===== src/logic/lsq_macros.svh =====
`ifndef LSQ_MACROS_SVH
`define LSQ_MACROS_SVH

// ==============================
// Queue depths
// ==============================
// Both depths must be powers of two
`define LSQ_SQ_DEPTH 8
`define LSQ_LQ_DEPTH 8

// ==============================
// Datapath widths
// ==============================
`define LSQ_ADDR_WIDTH 32
`define LSQ_DATA_WIDTH 32
`define LSQ_ROB_WIDTH 5

`endif


===== src/logic/lsq_pkg.sv =====
`default_nettype none
`include "lsq_macros.svh"

package lsq_pkg;

    // Word address, data word, ROB slot
    typedef logic [`LSQ_ADDR_WIDTH-1:0] addr_t;
    typedef logic [`LSQ_DATA_WIDTH-1:0] data_t;
    typedef logic [`LSQ_ROB_WIDTH-1:0] rob_idx_t;

    // Ring pointers, index plus wrap bit
    typedef logic [$clog2(`LSQ_SQ_DEPTH):0] sq_ptr_t;
    typedef logic [$clog2(`LSQ_LQ_DEPTH):0] lq_ptr_t;

    // ==============================
    // Port bundles
    // ==============================
    typedef struct packed {
        logic     valid;
        logic     is_store;
        rob_idx_t rob_idx;
    } dispatch_t;

    // Address and store data from the execution unit
    typedef struct packed {
        logic     valid;
        rob_idx_t rob_idx;
        addr_t    addr;
        data_t    data;
    } exec_result_t;

    // Same layout on load and store ports
    typedef struct packed {
        logic     valid;
        addr_t    addr;
        data_t    data;
        rob_idx_t rob_idx;
    } mem_req_t;

    typedef struct packed {
        logic     valid;
        data_t    data;
        rob_idx_t rob_idx;
    } mem_resp_t;

    typedef struct packed {
        logic     valid;
        rob_idx_t rob_idx;
        data_t    data;
    } writeback_t;

    // Store drain FSM
    typedef enum logic {
        DRAIN_IDLE,
        DRAIN_REQUEST
    } drain_state_t;

endpackage

`default_nettype wire


===== src/logic/queue_pointers.sv =====
`timescale 1ns/1ps
`default_nettype none

module queue_pointers #(
    parameter int DEPTH = 8
) (
    input  logic                       clock,
    input  logic                       reset,
    input  logic                       push_i,
    input  logic                       pop_i,
    output logic [$clog2(DEPTH):0]     head_o,
    output logic [$clog2(DEPTH):0]     tail_o,
    output logic [$clog2(DEPTH+1)-1:0] count_o,
    output logic                       full_o
);

    // Index bits plus one wrap bit, DEPTH a power of two
    localparam int PTR_W = $clog2(DEPTH) + 1;
    localparam int CNT_W = $clog2(DEPTH + 1);

    logic [PTR_W-1:0] head_q;
    logic [PTR_W-1:0] tail_q;
    logic [CNT_W-1:0] count_q;

    // ==============================
    // Pointer and count update
    // ==============================
    always_ff @(posedge clock) begin
        if (reset) begin
            head_q  <= '0;
            tail_q  <= '0;
            count_q <= '0;
        end else begin
            if (push_i) begin
                tail_q <= tail_q + PTR_W'(1);
            end
            if (pop_i) begin
                head_q <= head_q + PTR_W'(1);
            end
            // Push and pop together leave the count alone
            case ({push_i, pop_i})
                2'b10:   count_q <= count_q + CNT_W'(1);
                2'b01:   count_q <= count_q - CNT_W'(1);
                default: count_q <= count_q;
            endcase
        end
    end

    assign head_o  = head_q;
    assign tail_o  = tail_q;
    assign count_o = count_q;
    // Full at DEPTH entries
    assign full_o  = (count_q == CNT_W'(DEPTH));

endmodule

`default_nettype wire


===== src/logic/store_drain_fsm.sv =====
`timescale 1ns/1ps
`default_nettype none

module store_drain_fsm
    import lsq_pkg::*;
(
    input  logic clock,
    input  logic reset,
    input  logic head_ready_i,
    input  logic accept_i,
    output logic request_o,
    output logic pop_o
);

    drain_state_t state_q;
    drain_state_t state_d;

    // ==============================
    // Next state
    // ==============================
    always_comb begin
        state_d = state_q;
        case (state_q)
            DRAIN_IDLE: begin
                // Head has address, data and commit
                if (head_ready_i) begin
                    state_d = DRAIN_REQUEST;
                end
            end
            DRAIN_REQUEST: begin
                // Hold the request under back-pressure
                if (accept_i) begin
                    state_d = DRAIN_IDLE;
                end
            end
            default: begin
                state_d = DRAIN_IDLE;
            end
        endcase
    end

    always_ff @(posedge clock) begin
        if (reset) begin
            state_q <= DRAIN_IDLE;
        end else begin
            state_q <= state_d;
        end
    end

    // Request straight from the state register
    assign request_o = (state_q == DRAIN_REQUEST);
    // Entry leaves in the accept cycle
    assign pop_o     = request_o && accept_i;

endmodule

`default_nettype wire


===== src/logic/store_queue.sv =====
`timescale 1ns/1ps
`default_nettype none
`include "lsq_macros.svh"

module store_queue
    import lsq_pkg::*;
(
    input  logic                                clock,
    input  logic                                reset,
    input  logic                                enq_i,
    input  rob_idx_t                            enq_rob_idx_i,
    input  exec_result_t                        exec_i,
    input  logic                                commit_valid_i,
    input  rob_idx_t                            commit_rob_idx_i,
    output mem_req_t                            store_req_o,
    input  logic                                store_accept_i,
    output logic                                full_o,
    output sq_ptr_t                             head_o,
    output sq_ptr_t                             tail_o,
    output logic [$clog2(`LSQ_SQ_DEPTH+1)-1:0] count_o
);

    localparam int DEPTH = `LSQ_SQ_DEPTH;
    localparam int IDX_W = $clog2(DEPTH);

    // Entry payload
    rob_idx_t entry_rob [DEPTH];
    addr_t    entry_addr [DEPTH];
    data_t    entry_data [DEPTH];

    // Entry status
    logic [DEPTH-1:0] entry_valid;
    logic [DEPTH-1:0] addr_known;
    logic [DEPTH-1:0] committed;

    logic [DEPTH-1:0] exec_hit;
    logic [DEPTH-1:0] commit_hit;
    logic             enq_ok;
    logic             pop;
    logic             head_ready;
    logic             drain_req;
    logic [IDX_W-1:0] head_idx;
    logic [IDX_W-1:0] tail_idx;

    // Dispatch into a full queue is dropped
    assign enq_ok   = enq_i && !full_o;
    assign head_idx = head_o[IDX_W-1:0];
    assign tail_idx = tail_o[IDX_W-1:0];

    queue_pointers #(
        .DEPTH(DEPTH)
    ) i_pointers (
        .clock  (clock),
        .reset  (reset),
        .push_i (enq_ok),
        .pop_i  (pop),
        .head_o (head_o),
        .tail_o (tail_o),
        .count_o(count_o),
        .full_o (full_o)
    );

    // ==============================
    // ROB index match
    // ==============================
    always_comb begin
        for (int i = 0; i < DEPTH; i++) begin
            exec_hit[i]   = entry_valid[i] && exec_i.valid
                            && (entry_rob[i] == exec_i.rob_idx);
            commit_hit[i] = entry_valid[i] && commit_valid_i
                            && (entry_rob[i] == commit_rob_idx_i);
        end
    end

    always_ff @(posedge clock) begin
        if (reset) begin
            entry_valid <= '0;
            addr_known  <= '0;
            committed   <= '0;
        end else begin
            addr_known <= addr_known | exec_hit;
            committed  <= committed | commit_hit;
            if (pop) begin
                entry_valid[head_idx] <= 1'b0;
            end
            // New entry starts with nothing known
            if (enq_ok) begin
                entry_valid[tail_idx] <= 1'b1;
                addr_known[tail_idx]  <= 1'b0;
                committed[tail_idx]   <= 1'b0;
            end
        end
    end

    // Payload writes
    always_ff @(posedge clock) begin
        if (enq_ok) begin
            entry_rob[tail_idx] <= enq_rob_idx_i;
        end
        for (int i = 0; i < DEPTH; i++) begin
            if (exec_hit[i]) begin
                entry_addr[i] <= exec_i.addr;
                entry_data[i] <= exec_i.data;
            end
        end
    end

    // ==============================
    // Drain
    // ==============================
    // Exec result carries address and data together
    assign head_ready = entry_valid[head_idx] && addr_known[head_idx] && committed[head_idx];

    store_drain_fsm i_drain_fsm (
        .clock       (clock),
        .reset       (reset),
        .head_ready_i(head_ready),
        .accept_i    (store_accept_i),
        .request_o   (drain_req),
        .pop_o       (pop)
    );

    always_comb begin
        store_req_o.valid   = drain_req;
        store_req_o.addr    = entry_addr[head_idx];
        store_req_o.data    = entry_data[head_idx];
        store_req_o.rob_idx = entry_rob[head_idx];
    end

endmodule

`default_nettype wire


===== src/logic/load_queue.sv =====
`timescale 1ns/1ps
`default_nettype none
`include "lsq_macros.svh"

module load_queue
    import lsq_pkg::*;
(
    input  logic                                clock,
    input  logic                                reset,
    input  logic                                enq_i,
    input  rob_idx_t                            enq_rob_idx_i,
    input  exec_result_t                        exec_i,
    input  sq_ptr_t                             sq_tail_i,
    input  sq_ptr_t                             sq_head_i,
    input  logic [$clog2(`LSQ_SQ_DEPTH+1)-1:0] sq_count_i,
    output mem_req_t                            load_req_o,
    input  logic                                load_accept_i,
    input  mem_resp_t                           load_resp_i,
    output writeback_t                          writeback_o,
    output logic                                full_o
);

    localparam int DEPTH = `LSQ_LQ_DEPTH;
    localparam int IDX_W = $clog2(DEPTH);

    // Entry payload
    rob_idx_t entry_rob [DEPTH];
    addr_t    entry_addr [DEPTH];
    data_t    entry_data [DEPTH];
    // Store queue tail seen at dispatch
    sq_ptr_t  entry_wait [DEPTH];

    // Entry status
    logic [DEPTH-1:0] entry_valid;
    logic [DEPTH-1:0] addr_known;
    logic [DEPTH-1:0] data_known;

    logic [DEPTH-1:0] exec_hit;
    logic [DEPTH-1:0] resp_hit;
    lq_ptr_t          head_ptr;
    lq_ptr_t          tail_ptr;
    lq_ptr_t          issue_q;
    logic [IDX_W-1:0] head_idx;
    logic [IDX_W-1:0] tail_idx;
    logic [IDX_W-1:0] issue_idx;
    sq_ptr_t          wait_dist;
    logic             older_drained;
    logic             issue_ready;
    logic             enq_ok;
    logic             pop;

    assign enq_ok    = enq_i && !full_o;
    assign head_idx  = head_ptr[IDX_W-1:0];
    assign tail_idx  = tail_ptr[IDX_W-1:0];
    assign issue_idx = issue_q[IDX_W-1:0];

    queue_pointers #(
        .DEPTH(DEPTH)
    ) i_pointers (
        .clock  (clock),
        .reset  (reset),
        .push_i (enq_ok),
        .pop_i  (pop),
        .head_o (head_ptr),
        .tail_o (tail_ptr),
        .count_o(),
        .full_o (full_o)
    );

    // ==============================
    // Address and response match
    // ==============================
    always_comb begin
        for (int i = 0; i < DEPTH; i++) begin
            exec_hit[i] = entry_valid[i] && exec_i.valid
                          && (entry_rob[i] == exec_i.rob_idx);
            resp_hit[i] = entry_valid[i] && !data_known[i] && load_resp_i.valid
                          && (entry_rob[i] == load_resp_i.rob_idx);
        end
    end

    always_ff @(posedge clock) begin
        if (reset) begin
            entry_valid <= '0;
            addr_known  <= '0;
            data_known  <= '0;
        end else begin
            addr_known <= addr_known | exec_hit;
            data_known <= data_known | resp_hit;
            if (pop) begin
                entry_valid[head_idx] <= 1'b0;
            end
            if (enq_ok) begin
                entry_valid[tail_idx] <= 1'b1;
                addr_known[tail_idx]  <= 1'b0;
                data_known[tail_idx]  <= 1'b0;
            end
        end
    end

    always_ff @(posedge clock) begin
        if (enq_ok) begin
            entry_rob[tail_idx]  <= enq_rob_idx_i;
            entry_wait[tail_idx] <= sq_tail_i;
        end
        for (int i = 0; i < DEPTH; i++) begin
            if (exec_hit[i]) begin
                entry_addr[i] <= exec_i.addr;
            end
            if (resp_hit[i]) begin
                entry_data[i] <= load_resp_i.data;
            end
        end
    end

    // ==============================
    // In-order issue
    // ==============================
    // Older stores still queued sit between the SQ head and the wait tag
    assign wait_dist     = entry_wait[issue_idx] - sq_head_i;
    // Head already past the tag gives a wrapped distance
    assign older_drained = (wait_dist == '0) || (wait_dist > sq_count_i);
    // Issue pointer equal to tail means nothing left to issue
    assign issue_ready   = (issue_q != tail_ptr) && addr_known[issue_idx] && older_drained;

    always_ff @(posedge clock) begin
        if (reset) begin
            issue_q <= '0;
        end else if (issue_ready && load_accept_i) begin
            issue_q <= issue_q + lq_ptr_t'(1);
        end
    end

    always_comb begin
        load_req_o.valid   = issue_ready;
        load_req_o.addr    = entry_addr[issue_idx];
        load_req_o.data    = '0;
        load_req_o.rob_idx = entry_rob[issue_idx];
    end

    // In-order writeback, head leaves once its data is back
    assign pop = entry_valid[head_idx] && data_known[head_idx];

    always_comb begin
        writeback_o.valid   = pop;
        writeback_o.rob_idx = entry_rob[head_idx];
        writeback_o.data    = entry_data[head_idx];
    end

endmodule

`default_nettype wire


===== src/logic/lsq_top.sv =====
`timescale 1ns/1ps
`default_nettype none
`include "lsq_macros.svh"

module lsq_top
    import lsq_pkg::*;
(
    input  logic         clock,
    input  logic         reset,
    input  dispatch_t    dispatch_i,
    output logic         lsq_full_o,
    input  exec_result_t exec_i,
    input  logic         commit_valid_i,
    input  rob_idx_t     commit_rob_idx_i,
    output mem_req_t     load_req_o,
    input  logic         load_accept_i,
    input  mem_resp_t    load_resp_i,
    output mem_req_t     store_req_o,
    input  logic         store_accept_i,
    output writeback_t   writeback_o
);

    logic    sq_enq;
    logic    lq_enq;
    logic    sq_full;
    logic    lq_full;
    sq_ptr_t sq_head;
    sq_ptr_t sq_tail;
    logic [$clog2(`LSQ_SQ_DEPTH+1)-1:0] sq_count;

    // ==============================
    // Dispatch steering
    // ==============================
    assign sq_enq     = dispatch_i.valid && dispatch_i.is_store;
    assign lq_enq     = dispatch_i.valid && !dispatch_i.is_store;
    // Stall from the queue this op is headed for
    assign lsq_full_o = dispatch_i.is_store ? sq_full : lq_full;

    store_queue i_store_queue (
        .clock           (clock),
        .reset           (reset),
        .enq_i           (sq_enq),
        .enq_rob_idx_i   (dispatch_i.rob_idx),
        .exec_i          (exec_i),
        .commit_valid_i  (commit_valid_i),
        .commit_rob_idx_i(commit_rob_idx_i),
        .store_req_o     (store_req_o),
        .store_accept_i  (store_accept_i),
        .full_o          (sq_full),
        .head_o          (sq_head),
        .tail_o          (sq_tail),
        .count_o         (sq_count)
    );

    // Loads track store order through the SQ pointers
    load_queue i_load_queue (
        .clock        (clock),
        .reset        (reset),
        .enq_i        (lq_enq),
        .enq_rob_idx_i(dispatch_i.rob_idx),
        .exec_i       (exec_i),
        .sq_tail_i    (sq_tail),
        .sq_head_i    (sq_head),
        .sq_count_i   (sq_count),
        .load_req_o   (load_req_o),
        .load_accept_i(load_accept_i),
        .load_resp_i  (load_resp_i),
        .writeback_o  (writeback_o),
        .full_o       (lq_full)
    );

endmodule

`default_nettype wire


===== config.mk =====
export PLATFORM = sky130hd
export DESIGN_NAME = lsq_top
export DESIGN_NICKNAME = d
export VERILOG_FILES = /design/src/logic/lsq_pkg.sv /design/src/logic/queue_pointers.sv /design/src/logic/store_drain_fsm.sv /design/src/logic/store_queue.sv /design/src/logic/load_queue.sv /design/src/logic/lsq_top.sv
export VERILOG_INCLUDE_DIRS = /design/src /design/src/logic
export SDC_FILE = /design/constraint.sdc
export NUM_CORES = 1
export LEC_CHECK = 0
export BUFFER_PORTS_ARGS = -buffer_cell sky130_fd_sc_hd__clkbuf_2
export CAP_MARGIN = 20
export CORE_MARGIN = 2
export CORE_UTILIZATION = 65
export DETAILED_ROUTE_END_ITERATION = 16
export PLACE_DENSITY = 0.85
export REMOVE_ABC_BUFFERS = 1
export SKIP_CTS_REPAIR_TIMING = 1
export SLEW_MARGIN = 40
export SYNTH_ARGS = -nofsm -noshare
export SYNTH_HDL_FRONTEND = slang
export SYNTH_SLANG_ARGS = --single-unit
export TNS_END_PERCENT = 30

===== constraint.sdc =====
create_clock -name clock -period 14.32 [get_ports clock]
set_clock_uncertainty 0.2 [all_clocks]
set_input_delay 2.148 -clock clock [delete_from_list [all_inputs] [get_ports clock]]
set_output_delay 2.148 -clock clock [all_outputs]
set_load 0.02 [all_outputs]

# --- After elaboration in Yosys (flattened, before gate mapping) ---
# Memory sizes are Yosys's and may differ from the RTL's. A register that Yosys moved wholly into a read port is not among the register bits.
# Cells that the tools add are included.
classes:
  n_eq_ne: 39
  bitwise: 17
  n_addsub: 10
  muxes: 104
  magnitude_cmp: 10
  n_reduce_logical: 102
op_table:
  columns: ["operator", "count"]
  rows:
  - ["5-bit == test", 32]
  - ["1-bit logical AND", 87]
  - ["8-bit 2-to-1 mux", 10]
  - ["1-bit 2-to-1 mux", 65]
  - ["8-bit bitwise AND", 6]
  - ["3-bit 2-to-1 mux", 16]
  - ["8-bit OR", 6]
  - ["8-bit NOT", 4]
  - ["4-bit by 1-bit adder with 4-bit output, second input constant", 7]
  - ["3-bit by 4-bit < comparator with 1-bit output, second input constant", 5]
  - ["1-bit binary-select mux with 3-bit select", 6]
  - ["4-bit case mux with 2 select lines", 2]
  - ["1-bit demux with 3-bit select", 4]
  - ["3-bit by 1-bit >= comparator with 1-bit output, second input constant", 4]
  - ["1-bit logical NOT", 11]
  - ["4-bit == test, second input constant", 2]
  - ["4-bit by 1-bit subtractor with 4-bit output, second input constant", 2]
  - ["2-bit by 1-bit == test with 1-bit output, second input constant", 2]
  - ["2-bit == test, second input constant", 2]
  - ["4-bit > comparator", 1]
  - ["4-bit logical NOT", 1]
  - ["4-bit != test", 1]
  - ["2-bit nonzero test", 2]
  - ["4-bit subtractor", 1]
  - ["3 further kinds", 3]
word_totals:
  wordCells: 303
  n_memories: 7
  inputBits: 125
  regBits: 77
  out_inout_bits: 179
  mem_bits_rw: 1136
memory_table:
  columns: ["memory", "depth", "word_bits", "read_ports", "rd_ports_with_merged_regs", "wr", "line_no", "text"]
  rows:
  - ["i_load_queue.entry_addr", 8, 32, 1, 1, 8, "load_queue.sv:28", "addr_t entry_addr [DEPTH];"]
  - ["i_load_queue.entry_data", 8, 32, 1, 1, 8, "load_queue.sv:29", "data_t entry_data [DEPTH];"]
  - ["i_store_queue.entry_addr", 8, 32, 1, 1, 8, "store_queue.sv:28", "addr_t entry_addr [DEPTH];"]
  - ["i_store_queue.entry_data", 8, 32, 1, 1, 8, "store_queue.sv:29", "data_t entry_data [DEPTH];"]
  - ["i_load_queue.entry_rob", 8, 5, 10, 2, 1, "load_queue.sv:27", "rob_idx_t entry_rob [DEPTH];"]
  - ["i_store_queue.entry_rob", 8, 5, 9, 1, 1, "store_queue.sv:27", "rob_idx_t entry_rob [DEPTH];"]
  - ["1 more memories", null, null, null, null, null, null, null]

# --- Longest topological paths before layout ---
logic_depth:
  ltp_word: 10
  mapped_depth: 16
  ltp_nobuf: 14

# --- By module ---
# From an unflattened synthesis, not the netlist that was laid out.
unflattened:
  cells_unflattened: 2579
  hier_area_um2: 49135.9
by_module_without_submodules:
  columns: ["mod", "cells_each", "seq_area_each_um2", "area_each_um2", "instances"]
  rows:
  - ["load_queue", 1406, 18157.4, 25140.4, 1]
  - ["store_queue", 1045, 17056.4, 22741.8, 1]
  - ["queue_pointers", 60, 240.2, 586.8, 2]
  - ["store_drain_fsm", 5, 20.0, 48.8, 1]
  - ["lsq_top", 3, 0.0, 31.3, 1]

# --- Least setup slack after synthesis ---
# No wires, ideal clock.
synth_path:
  kind: "input -> register"
  from: "in load_resp_i[0] (netlist bit)"
  to: "mem i_load_queue.entry_data[0][0] (netlist bit) (enable)"
  path_buffers: 1
  setup_time_ps: 505
  required_time_ps: 13615
  path_stages: 4
  t_arrival_ps: 5994
  slack_ps: 7621
  path_cell_list: "buf_1 -> xnor2_1 -> nand4_1 -> nor4_1"
synth_lines:
  columns: ["item", "line_no", "text"]
  rows:
  - ["start, declared", "lsq_top.sv:17", "input mem_resp_t load_resp_i,"]
  - ["end, declared", "load_queue.sv:29", null]

==> reports/summary.md <==
At the end of the flow the core is filled with cells to 74.5%. The initial cell density of the core was 65.6%; the remaining max-slew budget at the tightest pin was 44.5%. The source-to-sink clock delay at the later pin of the worst-skew pair came out at 0.69 ns. The run finished with clean final reports. The tools report the number of global-route vias before repair as 26400.

The number of cell instances on the worst register-to-register path works out to 15. Relative to the synthesized area, the layout overhead comes to 13.5%. STA classifies the critical path startpoint as a register. The finished layout holds 3800 standard cells, fillers aside.

The ratio of final minimum period to clock period works out to 52.9%. Averaged over all synthesized cells, the footprint is 20.3 um^2. The die height was 278 um; the arrival time at the worst endpoint was 5.23 ns. The logs give 0 for the final count of negative-setup-slack endpoints and 0 for the global-route congestion overflow total. The logs give 13 for the initial antenna violation count and 0 for the max-cap check violation count. After synthesis, flip-flops and latches occupy 73.4% of the total area. Setup repair after global routing left no endpoint under its margin.

The shortest period the worst path allows is 7.58 ns. The first global-routing pass estimated 171000 um of wire. Synthesis handed over a netlist of 2399 instances.

The clock-pin slew on the worst setup and hold paths works out to 0.06 ns. The depth of the CTS H-tree is 3. The synthesized netlist devotes 1.01% of its cell area to compound gates. The run gives 0.0124 mm^2 as the total area of multi-input combinational cells. No sink is reached through more buffers than the 3 on the longest clock path.

Worst min-delay path category: register to register. Dividing the detail-routed wire length by the instance count gives 30.5 um. The count of synthesis-stage warnings from yosys was 0; the leakage power of the design was 17.5 nW. In the final layout, flip-flops and latches occupy 0.0358 mm^2. Leaving out fill and tap cells, the most frequent cell in the layout is sky130_fd_sc_hd__edfxtp_1. The post-synthesis adder-cell area fraction is 0.584%, and the maximum fanout encountered on the critical timing path is 52. The async set or reset register ratio after synthesis is 0%. The most used flip-flop cell after synthesis is sky130_fd_sc_hd__edfxtp_1. The post-synthesis share of cell area spent on xor and xnor gates was 3.23%; the placeable core region was 0.0744 mm^2.

Dividing the detail-routed via count by the number of cells gives 6.66. The placed standard-cell area was 0.0515 mm^2; the total via count in the routed design was 25300. The maximum clock frequency is 0.132 GHz. The overall die area was 0.0773 mm^2. The routed design has 116000 um of wire.

The tools report the setup total negative slack as 0 ns. The synthesized-area fraction occupied by and/or/nand/nor cells was 2.47%. Across the VDD grid, the largest voltage drop is 116 uV. The tools report the setup slack of the most critical reg-to-reg path as 9.35 ns. The largest family of logic cells by synthesized area was multiplexers.

The transition time at the pin with the least slew margin was 0.829 ns. During placement, the flow inserted port buffers numbering 271. The logs give 0 for the number of pins with negative max-slew slack in the final report and 0 for the final antenna-violating net count. Total power per unit cell area: 130 mW/mm^2. Counting the fill cells in the layout gives 3953. Final instance area: 0.0554 mm^2.

Worst hold path stage count: 1. The tree is rooted in a sky130_fd_sc_hd__clkbuf_16. After the first detailed-routing iteration, the DRC count stood at 3496.

Yosys mapped the design onto 47 distinct sky130hd cell types. At the end of the flow, the number of nets in the layout was 2864. After floorplanning, the core was divided into 100 placement rows. The run gives 115 as the number of clock buffers inserted by TritonCTS.

For the post-synthesis instance area, the log shows 0.0488 mm^2. For this design, the sink count on the clock tree is 1221. The worst setup path is captured at a primary output. The number of top-level design ports was 304. The top cell types in the final layout, fill and taps aside, are sky130_fd_sc_hd__edfxtp_1, sky130_fd_sc_hd__mux4_2, sky130_fd_sc_hd__clkbuf_2, sky130_fd_sc_hd__mux2_2, sky130_fd_sc_hd__xnor2_1. Entering global routing, the biggest net connects 82 pins. Across all hold checks on the routed design, the worst slack comes to 0.288 ns. After detailed routing, the number of remaining DRC violations is 0. TritonCTS built the clock tree.

The logs give 0 for the count of final hold-check violations and 6 for the count of TritonRoute iterations in the first routing pass. The congestion estimate from routability-driven global placement came to 0.899. The critical path ends at load_req_o[69]. After synthesis, the share of cell area in mux cells is 17.5%. The combined global-route utilization of all metal layers is 30.4%, and the HPWL reported at the end of detailed placement is 64600 um. Critical setup path kind: register to primary output. Number of enable flip-flop cells after synthesis: 1136.

The die is 278 um wide. STA puts the critical path data required time at 11.97 ns. In the final layout, the share of cells above drive strength 1 is 35.1%.

After synthesis the netlist holds a flip-flop and latch count of 1221. The number of placed instances, taps included, is 3569.
[worst min-delay path by stage]
stage | from | end
3_3_place_gp | i_load_queue.addr_known[1] | i_load_queue.addr_known[1]
2_1_floorplan | i_load_queue.addr_known[1] | i_load_queue.addr_known[1]
4_1_cts | i_load_queue.addr_known[1] | i_load_queue.addr_known[1]
6_report | i_load_queue.addr_known[1] | i_load_queue.addr_known[1]
5_1_grt | i_load_queue.addr_known[3] | i_load_queue.addr_known[3]
3_5_place_dp | i_load_queue.addr_known[1] | i_load_queue.addr_known[1]
[critical path: stages (launching register included)]
cell,delay (ns)
sky130_fd_sc_hd__dfxtp_4,0.67
sky130_fd_sc_hd__buf_4,0.73
sky130_fd_sc_hd__mux4_2,0.43
sky130_fd_sc_hd__mux2_2,0.31
sky130_fd_sc_hd__ha_1,0.34
sky130_fd_sc_hd__or2_2,0.33
sky130_fd_sc_hd__o31ai_1,0.12
sky130_fd_sc_hd__xor2_1,0.22
sky130_fd_sc_hd__xnor2_1,0.10
sky130_fd_sc_hd__ha_1,0.32
sky130_fd_sc_hd__nand2_1,0.05
sky130_fd_sc_hd__o21ai_0,0.20
sky130_fd_sc_hd__a2bb2oi_2,0.11
sky130_fd_sc_hd__a21oi_2,0.20
sky130_fd_sc_hd__nor2b_1,0.18
sky130_fd_sc_hd__clkbuf_2,0.18
[logic make-up (layout without fill, tap and decap cells)]
group / Yosys count / in the layout
AOI/OAI and AO/OA: 82 / 82
and+or+nand+nor: 249 / 249
muxes: 459 / 459
xor gates and xnor gates: 180 / 180
DFF: 1221 / 1221
other: 1 / 43
buffers and inverters: 186 / 576
adders and majority gates: 21 / 21
[cell usage after synthesis, drive strengths merged (2+ instances only)]
cell type | count | area [um^2]
o22ai | 4 | 25.0
o21a | 3 | 22.5
clkbuf | 64 | 240
nand3 | 24 | 120
edfxtp | 1136 | 34100
mux2 | 147 | 1660
inv | 30 | 113
nand2 | 37 | 139
mux4 | 301 | 6780
fa | 3 | 60.1
dfxtp | 85 | 1700
a41oi | 8 | 70.1
a21o | 2 | 15.0
nand3b | 2 | 15.0
buf | 92 | 523
or2 | 2 | 12.5
nand4 | 27 | 169
o21ai | 23 | 115
xnor2 | 127 | 1110
o311ai | 2 | 17.5
and4 | 2 | 20.0
or3 | 4 | 25.0
ha | 18 | 225
mux2i | 11 | 123
a21oi | 35 | 179
nand2b | 12 | 75.1
xor2 | 53 | 464
nor2 | 81 | 304
nor3 | 35 | 175
nor4 | 16 | 100
nor2b | 3 | 18.8
[sequential cells by signal, summed over array words and instances, names as in the netlist, 3 cells and up, named ones only]
signal,cells
i_load_queue.entry_addr,256
i_load_queue.entry_data,256
i_store_queue.entry_addr,256
i_store_queue.entry_data,256
i_load_queue.entry_rob,40
i_store_queue.entry_rob,40
i_load_queue.entry_wait,32
i_load_queue.addr_known,8
i_load_queue.data_known,8
i_load_queue.entry_valid,8
i_store_queue.addr_known,8
i_store_queue.committed,8
i_store_queue.entry_valid,8
i_load_queue.i_pointers.count_o,4
i_load_queue.i_pointers.tail_o,4
i_load_queue.issue_q,4
i_store_queue.i_pointers.count_o,4
i_store_queue.i_pointers.head_o,4
i_store_queue.i_pointers.tail_o,4
i_load_queue.i_pointers.head_o,3
[per-layer routing]
layer | track usage, % | share of wire [%] | up-vias
li1 | - | - | 10300
met1 | 40.5 | 36 | 13100
met2 | 50.3 | 50 | 1646
met3 | 5.42 | 9.6 | 283
met4 | 13.2 | 4.2 | 6
met5 | 0 | 0.027 | -
[layout make-up]
type                            count  area share [%]
Clock buffer                      141            5.50
Sequential cell                  1221            64.7
Timing Repair Buffer              327            3.40
Clock inverter                     78            1.56
Antenna cell                       11          0.0497
Inverter                           30           0.203
Tap cell                          969            2.19
Multi-Input combinational cell   1023            22.4
[per-stage QoR]
| stage | power, mW | setup slack, ns |
|---|---|---|
| 4_1_cts | 7.21 | 6.72 |
| 6_report | 7.18 | 6.74 |
| 5_1_grt | 7.35 | 6.46 |
| 2_1_floorplan | 4.04 | 5.29 |
| 3_3_place_gp | 4.11 | 6.89 |
| 3_5_place_dp | 4.12 | 7.47 |
[where the power goes]
part	switching, mW	leakage, nW	total [mW]	internal (mW)
combinational	0.106	4.69	0.149	0.0426
sequential	0.00653	10.9	3.90	3.90
clock	1.32	1.91	3.13	1.81
total	1.44	17.5	7.18	5.75
Power figures use the tool's default switching activity.
